==> src/common/sd_cmd_settings.svh <==
// ============================================================
// SD command path settings
// ============================================================

`ifndef SD_CMD_SETTINGS_SVH
`define SD_CMD_SETTINGS_SVH

// Command and response token length
`define SD_CMD_FRAME_BITS 48

// Cycles after the last command bit allowed for the start bit
`define SD_CMD_NCR_MAX 64
`define SD_CMD_TIMER_BITS 7

// Card status field inside a short response
`define SD_RSP_STATUS_MSB 39
`define SD_RSP_STATUS_LSB 8

`endif

==> src/common/sd_cmd_pkg.sv <==
// ============================================================
// SD command token types
// ============================================================

`default_nettype none

`include "sd_cmd_settings.svh"

package sd_cmd_pkg;

	// Command fields
	typedef logic [5:0] cmd_index_t;
	typedef logic [31:0] cmd_arg_t;

	// CRC7 over start, transmission, index and argument
	typedef logic [6:0] crc7_t;

	// Whole token as it travels on the CMD line
	typedef logic [`SD_CMD_FRAME_BITS-1:0] cmd_token_t;

	// Command passed from master to physical layer
	typedef struct packed {
		cmd_index_t index;
		cmd_arg_t arg;
	} cmd_req_t;

endpackage

`default_nettype wire

==> src/common/sd_host_reg_pkg.sv <==
// ============================================================
// Host register status types
// ============================================================

`default_nettype none

`include "sd_cmd_settings.svh"

package sd_host_reg_pkg;

	typedef logic [`SD_RSP_STATUS_MSB-`SD_RSP_STATUS_LSB:0] resp_status_t;

	typedef struct packed {
		logic cmd_busy;
		logic cmd_complete;
		logic timeout_error;
		resp_status_t response_status;
	} host_status_t;

	// One write strobe per field, per bit for the card status
	typedef struct packed {
		logic cmd_busy_en;
		logic cmd_complete_en;
		logic timeout_error_en;
		logic [$bits(resp_status_t)-1:0] response_status_en;
	} host_status_en_t;

endpackage

`default_nettype wire

==> src/cmd_master/cmd_master.sv <==
// ============================================================
// SD command master FSM
// ============================================================

`default_nettype none

`include "sd_cmd_settings.svh"

module cmd_master
	import sd_cmd_pkg::*, sd_host_reg_pkg::*;
(
	input wire logic CLK_host,
	input wire logic reset,
	input wire logic physical_inactive,
	input wire logic new_cmd,
	input wire cmd_req_t cmd_req,
	input wire logic ack_in,
	input wire logic req_in,
	input wire cmd_token_t cmd_response,
	input wire logic timeout_error_from_physical,
	output logic new_cmd_to_physical,
	output cmd_req_t cmd_to_physical,
	output logic ack_out,
	output host_status_t cmd_status,
	output host_status_en_t cmd_status_en
);

	typedef enum logic [3:0] {
		st_waiting_cmd = 4'b0001,
		st_setup = 4'b0010,
		st_waiting_response = 4'b0100,
		st_finishing = 4'b1000
	} master_state_t;

	master_state_t state;
	master_state_t state_next;
	logic timeout_q;
	cmd_req_t req_q;

	always_comb begin
		state_next = state;
		unique case (state)
			st_waiting_cmd: begin
				if (new_cmd)
					state_next = st_setup;
			end
			st_setup: begin
				if (ack_in)
					state_next = st_waiting_response;
			end
			st_waiting_response: begin
				if (req_in || timeout_error_from_physical)
					state_next = st_finishing;
			end
			st_finishing: begin
				state_next = st_waiting_cmd;
			end
			default: state_next = st_waiting_cmd;
		endcase
	end

	always_ff @(posedge CLK_host) begin
		if (reset || physical_inactive) begin
			state <= st_waiting_cmd;
			timeout_q <= 1'b0;
		end else begin
			state <= state_next;
			// A response wins over a timeout in the same cycle
			if (state == st_waiting_response && state_next == st_finishing)
				timeout_q <= timeout_error_from_physical && !req_in;
		end
	end

	// Command captured when accepted
	always_ff @(posedge CLK_host) begin
		if (state == st_waiting_cmd && new_cmd)
			req_q <= cmd_req;
	end

	assign new_cmd_to_physical = (state == st_setup);
	assign cmd_to_physical = req_q;
	assign ack_out = (state == st_waiting_response) && req_in;

	always_comb begin
		cmd_status = '0;
		cmd_status_en = '0;
		cmd_status.cmd_busy = (state == st_setup) || (state == st_waiting_response);
		if (state == st_finishing) begin
			cmd_status_en = '1;
			if (timeout_q) begin
				cmd_status.timeout_error = 1'b1;
			end else begin
				cmd_status.cmd_complete = 1'b1;
				cmd_status.response_status =
					cmd_response[`SD_RSP_STATUS_MSB:`SD_RSP_STATUS_LSB];
			end
		end
	end

endmodule

`default_nettype wire

==> src/cmd_physical/cmd_response_timer.sv <==
// ============================================================
// NCR response timer
// ============================================================

`default_nettype none

`include "sd_cmd_settings.svh"

module cmd_response_timer (
	input wire logic CLK_host,
	input wire logic reset,
	input wire logic physical_inactive,
	input wire logic tx_done,
	input wire logic rsp_start,
	output logic timeout_error_from_physical
);

	localparam logic [`SD_CMD_TIMER_BITS-1:0] ncr_max =
		`SD_CMD_TIMER_BITS'(`SD_CMD_NCR_MAX);

	logic armed;
	logic [`SD_CMD_TIMER_BITS-1:0] count_q;

	// A start bit on the last allowed cycle still counts
	assign timeout_error_from_physical = armed && (count_q == ncr_max) && !rsp_start;

	always_ff @(posedge CLK_host) begin
		if (reset || physical_inactive) begin
			armed <= 1'b0;
			count_q <= '0;
		end else if (tx_done) begin
			armed <= 1'b1;
			count_q <= '0;
		end else if (armed) begin
			if (rsp_start || count_q == ncr_max)
				armed <= 1'b0;
			else
				count_q <= count_q + 1'b1;
		end
	end

endmodule

`default_nettype wire

==> src/cmd_physical/cmd_rx_capture.sv <==
// ============================================================
// CMD response capture
// ============================================================

`default_nettype none

`include "sd_cmd_settings.svh"

module cmd_rx_capture
	import sd_cmd_pkg::*;
(
	input wire logic CLK_host,
	input wire logic reset,
	input wire logic physical_inactive,
	input wire logic tx_done,
	input wire logic ack_out,
	input wire logic cmd_in,
	output logic rsp_start,
	output logic req_in,
	output cmd_token_t cmd_response
);

	localparam logic [5:0] last_bit = 6'(`SD_CMD_FRAME_BITS - 1);

	typedef enum logic [1:0] {
		rx_idle,
		rx_wait_start,
		rx_receive,
		rx_hold
	} rx_state_t;

	rx_state_t state;
	logic [5:0] bit_cnt;
	cmd_token_t shift_q;

	assign rsp_start = (state == rx_wait_start) && !cmd_in;
	assign req_in = (state == rx_hold);
	assign cmd_response = shift_q;

	always_ff @(posedge CLK_host) begin
		if (reset || physical_inactive) begin
			state <= rx_idle;
			bit_cnt <= '0;
		end else if (tx_done) begin
			state <= rx_wait_start;
			bit_cnt <= '0;
		end else begin
			unique case (state)
				rx_wait_start: begin
					// Start bit counts as the first received bit
					if (rsp_start) begin
						state <= rx_receive;
						bit_cnt <= 6'd1;
					end
				end
				rx_receive: begin
					bit_cnt <= bit_cnt + 6'd1;
					if (bit_cnt == last_bit)
						state <= rx_hold;
				end
				rx_hold: begin
					if (ack_out)
						state <= rx_idle;
				end
				default: state <= rx_idle;
			endcase
		end
	end

	always_ff @(posedge CLK_host) begin
		if (tx_done)
			shift_q <= '0;
		else if (rsp_start || state == rx_receive)
			shift_q <= {shift_q[`SD_CMD_FRAME_BITS-2:0], cmd_in};
	end

endmodule

`default_nettype wire

==> src/cmd_physical/cmd_tx_shifter.sv <==
// ============================================================
// CMD line transmitter with CRC7
// ============================================================

`default_nettype none

`include "sd_cmd_settings.svh"

module cmd_tx_shifter
	import sd_cmd_pkg::*;
(
	input wire logic CLK_host,
	input wire logic reset,
	input wire logic physical_inactive,
	input wire logic new_cmd_to_physical,
	input wire cmd_req_t cmd_to_physical,
	output logic ack_in,
	output logic tx_done,
	output logic cmd_out,
	output logic cmd_oe
);

	localparam int payload_bits = `SD_CMD_FRAME_BITS - 8;
	localparam logic [5:0] crc_first = 6'(`SD_CMD_FRAME_BITS - 8);
	localparam logic [5:0] last_bit = 6'(`SD_CMD_FRAME_BITS - 1);

	logic active;
	logic load;
	logic payload_phase;
	logic crc_fb;
	logic [5:0] bit_cnt;
	logic [payload_bits-1:0] payload_q;
	crc7_t crc_q;

	assign load = new_cmd_to_physical && !active;
	assign ack_in = load;
	assign payload_phase = (bit_cnt < crc_first);
	assign tx_done = active && (bit_cnt == last_bit);
	assign cmd_oe = active;
	assign crc_fb = crc_q[6] ^ payload_q[payload_bits-1];

	// Payload, then CRC7, then the end bit
	always_comb begin
		if (!active)
			cmd_out = 1'b1;
		else if (payload_phase)
			cmd_out = payload_q[payload_bits-1];
		else if (bit_cnt != last_bit)
			cmd_out = crc_q[6];
		else
			cmd_out = 1'b1;
	end

	always_ff @(posedge CLK_host) begin
		if (reset || physical_inactive) begin
			active <= 1'b0;
			bit_cnt <= '0;
		end else if (load) begin
			active <= 1'b1;
			bit_cnt <= '0;
		end else if (tx_done) begin
			active <= 1'b0;
			bit_cnt <= '0;
		end else if (active) begin
			bit_cnt <= bit_cnt + 6'd1;
		end
	end

	always_ff @(posedge CLK_host) begin
		if (load) begin
			payload_q <= {1'b0, 1'b1, cmd_to_physical.index, cmd_to_physical.arg};
			crc_q <= '0;
		end else if (active && payload_phase) begin
			payload_q <= {payload_q[payload_bits-2:0], 1'b0};
			// x^7 + x^3 + 1
			crc_q <= {crc_q[5:3], crc_q[2] ^ crc_fb, crc_q[1:0], crc_fb};
		end else if (active) begin
			crc_q <= {crc_q[5:0], 1'b0};
		end
	end

endmodule

`default_nettype wire

==> src/design/sd_cmd_top.sv <==
// ============================================================
// SD host command path top
// ============================================================

`default_nettype none

module sd_cmd_top
	import sd_cmd_pkg::*, sd_host_reg_pkg::*;
(
	input wire logic CLK_host,
	input wire logic reset,
	input wire logic new_cmd,
	input wire cmd_req_t cmd_req,
	input wire logic physical_inactive,
	output host_status_t cmd_status,
	output host_status_en_t cmd_status_en,
	output logic cmd_out,
	output logic cmd_oe,
	input wire logic cmd_in
);

	logic new_cmd_to_physical;
	cmd_req_t cmd_to_physical;
	logic ack_in;
	logic ack_out;
	logic req_in;
	cmd_token_t cmd_response;
	logic tx_done;
	logic rsp_start;
	logic timeout_error_from_physical;

	cmd_master master_i (
		.CLK_host(CLK_host),
		.reset(reset),
		.physical_inactive(physical_inactive),
		.new_cmd(new_cmd),
		.cmd_req(cmd_req),
		.ack_in(ack_in),
		.req_in(req_in),
		.cmd_response(cmd_response),
		.timeout_error_from_physical(timeout_error_from_physical),
		.new_cmd_to_physical(new_cmd_to_physical),
		.cmd_to_physical(cmd_to_physical),
		.ack_out(ack_out),
		.cmd_status(cmd_status),
		.cmd_status_en(cmd_status_en)
	);

	cmd_tx_shifter tx_shifter_i (
		.CLK_host(CLK_host),
		.reset(reset),
		.physical_inactive(physical_inactive),
		.new_cmd_to_physical(new_cmd_to_physical),
		.cmd_to_physical(cmd_to_physical),
		.ack_in(ack_in),
		.tx_done(tx_done),
		.cmd_out(cmd_out),
		.cmd_oe(cmd_oe)
	);

	cmd_response_timer response_timer_i (
		.CLK_host(CLK_host),
		.reset(reset),
		.physical_inactive(physical_inactive),
		.tx_done(tx_done),
		.rsp_start(rsp_start),
		.timeout_error_from_physical(timeout_error_from_physical)
	);

	cmd_rx_capture rx_capture_i (
		.CLK_host(CLK_host),
		.reset(reset),
		.physical_inactive(physical_inactive),
		.tx_done(tx_done),
		.ack_out(ack_out),
		.cmd_in(cmd_in),
		.rsp_start(rsp_start),
		.req_in(req_in),
		.cmd_response(cmd_response)
	);

endmodule

`default_nettype wire

==> config.mk <==
export PLATFORM = sky130hd
export DESIGN_NAME = sd_cmd_top
export DESIGN_NICKNAME = d
export VERILOG_FILES = /design/src/common/sd_cmd_pkg.sv /design/src/common/sd_host_reg_pkg.sv /design/src/cmd_master/cmd_master.sv /design/src/cmd_physical/cmd_response_timer.sv /design/src/cmd_physical/cmd_rx_capture.sv /design/src/cmd_physical/cmd_tx_shifter.sv /design/src/design/sd_cmd_top.sv
export VERILOG_INCLUDE_DIRS = /design/src /design/src/common
export SDC_FILE = /design/constraint.sdc
export NUM_CORES = 1
export LEC_CHECK = 0
export BUFFER_PORTS_ARGS = -buffer_cell sky130_fd_sc_hd__buf_4
export CORE_ASPECT_RATIO = 0.75
export CORE_MARGIN = 5
export CORE_UTILIZATION = 55
export DETAILED_ROUTE_END_ITERATION = 10
export GPL_ROUTABILITY_DRIVEN = 0
export PLACE_DENSITY = 0.79
export SYNTH_ARGS = -nofsm -noshare
export SYNTH_HDL_FRONTEND = slang
export SYNTH_SLANG_ARGS = --single-unit
export TNS_END_PERCENT = 30
==> constraint.sdc <==
create_clock -name CLK_host -period 4.33 [get_ports CLK_host]
set_clock_uncertainty 0.2 [all_clocks]
set_input_delay 0.433 -clock CLK_host [delete_from_list [all_inputs] [get_ports CLK_host]]
set_output_delay 0.433 -clock CLK_host [all_outputs]
set_load 0.03 [all_outputs]
==> results.json <==
{
  "status": "finished, final reports clean",
  "max-slew-margin-rel": 0.345,
  "clock-root-buffer": "clkbuf_16",
  "path_max_fanout": 37,
  "hold_end": "master_i.state[3]",
  "r2r_start": "tx_shifter_i.cmd_oe",
  "layout_commonest_cell": "buf_4",
  "drv_cap": 0,
  "yosys.area.top_type_share": 0.359,
  "port_buffers": 114,
  "wl_per_cell_um": 14.9,
  "layout-drive-gt1-share": 0.237,
  "rsz0062_at_grt": "no",
  "grtUsageMet2": 0.292,
  "clock_latency_ps": 410,
  "met3_usage": 0.0634,
  "tightest_slew_ps": 982,
  "grt_overflow": 0,
  "holdWs_ps": 110,
  "finalNonFillerCells": 832,
  "cts_tree": "built",
  "hp-class": "in2reg",
  "nets": 725,
  "busiest_layer": "met2",
  "setup_viol": 0,
  "wl_um": 12400,
  "netlist_area_um2": 6360,
  "min_period_over_period": 0.759,
  "mostFrequentLayoutCells": "121 x buf_4, 91 x nand2_1, 77 x dfxtp_1",
  "drtPass1Iterations": 5,
  "drc": 0,
  "grt_max_degree": 42,
  "dp_hpwl_um": 7540,
  "drt_iter0_drc": 261,
  "fin_area_um2": 8050,
  "die_w_um": 134,
  "fin_setup_tns_ps": 0,
  "fin_crit_ps": 3280,
  "io_pins": 115,
  "critPathCaptureType": "output pin",
  "crit_chain": "nor4b_4, buf_4, and2b_1, and2_1, buf_4",
  "rows": 34,
  "critPathSlowestCell": "and2b_1",
  "hold_path_depth": 4,
  "peakVddDrop_uv": 351,
  "route.vias.total": 4322,
  "h-tree-depth": 4,
  "min-delay-start": "reset",
  "netlist_instances": 559,
  "grt_pass1_wl_um": 19700,
  "ys_ff_latch": 153,
  "yosys_warnings": 0,
  "rrSetupSlack_ps": 1770,
  "antenna_cells": 0,
  "start_kind": "register",
  "ys_types": 50,
  "crit_type": "reg2out",
  "powerDensity_nw_per_um2": 395,
  "ant_nets": 0,
  "critPathArrivalTime_ps": 2650,
  "dieHeight_um": 103,
  "synthArstFlopShare": 0,
  "synth.area.top_cells": "edfxtp_1 36%, dfxtp_1 24%, mux2_1 6.5%",
  "cp.required_ps": 3700,
  "fp.dieArea_um2": 13800,
  "timing.fmax_mhz": 304,
  "clk_pin_slew_ps": 60,
  "r2r-end": "tx_shifter_i.bit_cnt[0]",
  "yosysSeqAreaShare": 0.601,
  "placedInstanceArea_um2": 7070,
  "avgSynthCellArea_um2": 11.4,
  "syn_nets": 609,
  "timing.reg2reg.worst_path_depth": 4,
  "cts_sinks": 153,
  "grt_pass1_vias": 3989,
  "antenna_found_initial": 0,
  "numCtsBuffers": 17,
  "slew_viol_final": 0,
  "yosysTopAreaCell": "edfxtp_1",
  "core_um2": 11400,
  "use_met1": 0.233,
  "synth_edf_count": 76,
  "synth_flop_cell": "dfxtp_1",
  "clock_path_buffers": 2,
  "crit_path_frequent_cell": "buf_4",
  "slowest_delay_ps": 690,
  "post-place-cells": 762,
  "initial_utilization": 0.556,
  "viasPerCell": 5.19,
  "p_leak_nw": 3.05,
  "grtUsageTotal": 0.180,
  "hold_viol": 0,
  "syn2layout_area_growth_pct": 26.6
}
registers in the layout (all words and copies together) (netlist names):
signal / cells
response_timer_i.count_q: 7
tx_shifter_i.crc_q: 7
tx_shifter_i.bit_cnt: 6
rx_capture_i.state: 2
master_i.state: 4
tx_shifter_i.cmd_oe: 1
master_i.timeout_q: 1
response_timer_i.armed: 1
rx_capture_i.bit_cnt: 6
rx_capture_i.cmd_response: 40
master_i.cmd_to_physical: 38
tx_shifter_i.payload_q: 40
synth_stat cells, types with 3 or more instances:
library cell / number
nand2_1: 91
dfxtp_1: 77
edfxtp_1: 76
a21oi_1: 46
mux2_1: 37
and2_1: 36
buf_4: 35
nor2_1: 26
buf_2: 13
clkbuf_1: 9
nand3_1: 9
xnor2_1: 9
inv_1: 8
o21ai_0: 8
ha_1: 7
nand2b_1: 6
nor3_1: 6
xor2_1: 6
a22o_1: 5
buf_6: 4
nor2b_1: 4
nor4_1: 4
nor3b_1: 3
routing by layer:
metal,up-vias,routed length [um]
met2,147,5930
li1,2127,-
met4,0,118
met5,-,0
met3,13,892
met1,2035,5440
critical path, delay by kind of cell, from the launching register on:
kind,cells,cell delay (ps)
buffers and inverters,2,510
flip-flops,1,510
AND/OR/NAND/NOR,3,1200
worst max path at each step:
stage / start / to / cells after the start
final: master_i.state[3] / cmd_status[29] / 5
after global routing: master_i.state[3] / cmd_status[29] / 5
after CTS: master_i.state[3] / cmd_status[28] / 5
after detailed placement: master_i.state[3] / cmd_status[28] / 5
after global placement: master_i.state[3] / cmd_status[28] / 5
after floorplan: master_i.state[1] / cmd_status[23] / 5
logic make-up after synthesis:
family,Yosys count,synth area share
AOI/OAI and AO/OA,76,0.0718
xor gates and xnor gates,15,0.0207
adders and majority gates,7,0.0138
buffers and inverters,70,0.0694
DFF,153,0.601
muxes,39,0.0686
and+or+nand+nor,199,0.155
metrics by stage:
stage | total power, mW | setup slack [ps] | utilization
5_1_grt | 3.29 | 753 | 0.703
2_1_floorplan | 1.64 | 251 | -
3_5_place_dp | 1.68 | 1480 | 0.618
4_1_cts | 3.20 | 1020 | 0.703
6_report | 3.18 | 1050 | 0.703
3_3_place_gp | 1.67 | 1630 | 0.618
where the power goes:
part           switching (mW)  total (mW)  internal, mW
clock network           0.594        1.51         0.913
registers              0.0172        1.58          1.56
logic                  0.0404       0.102        0.0614
total                   0.651        3.18          2.53
repair_timing:
| item | in CTS | in global routing |
|---|---|---|
| hold buffers | 38 | 0 |
| gates resized for setup | 0 | 0 |
| setup buffers | 0 | 0 |
| hold endpoints to repair | 38 | 0 |
area by class of cell:
class	count	area, um2
sequential	153	3820
fill	762	3390
multi-input combinational	336	2120
timing repair buffer	159	1290
clock buffer	19	433
tap	144	180
clock inverter	13	170
inverter	8	30.0
Note: power is estimated with default switching activity, not from simulation.
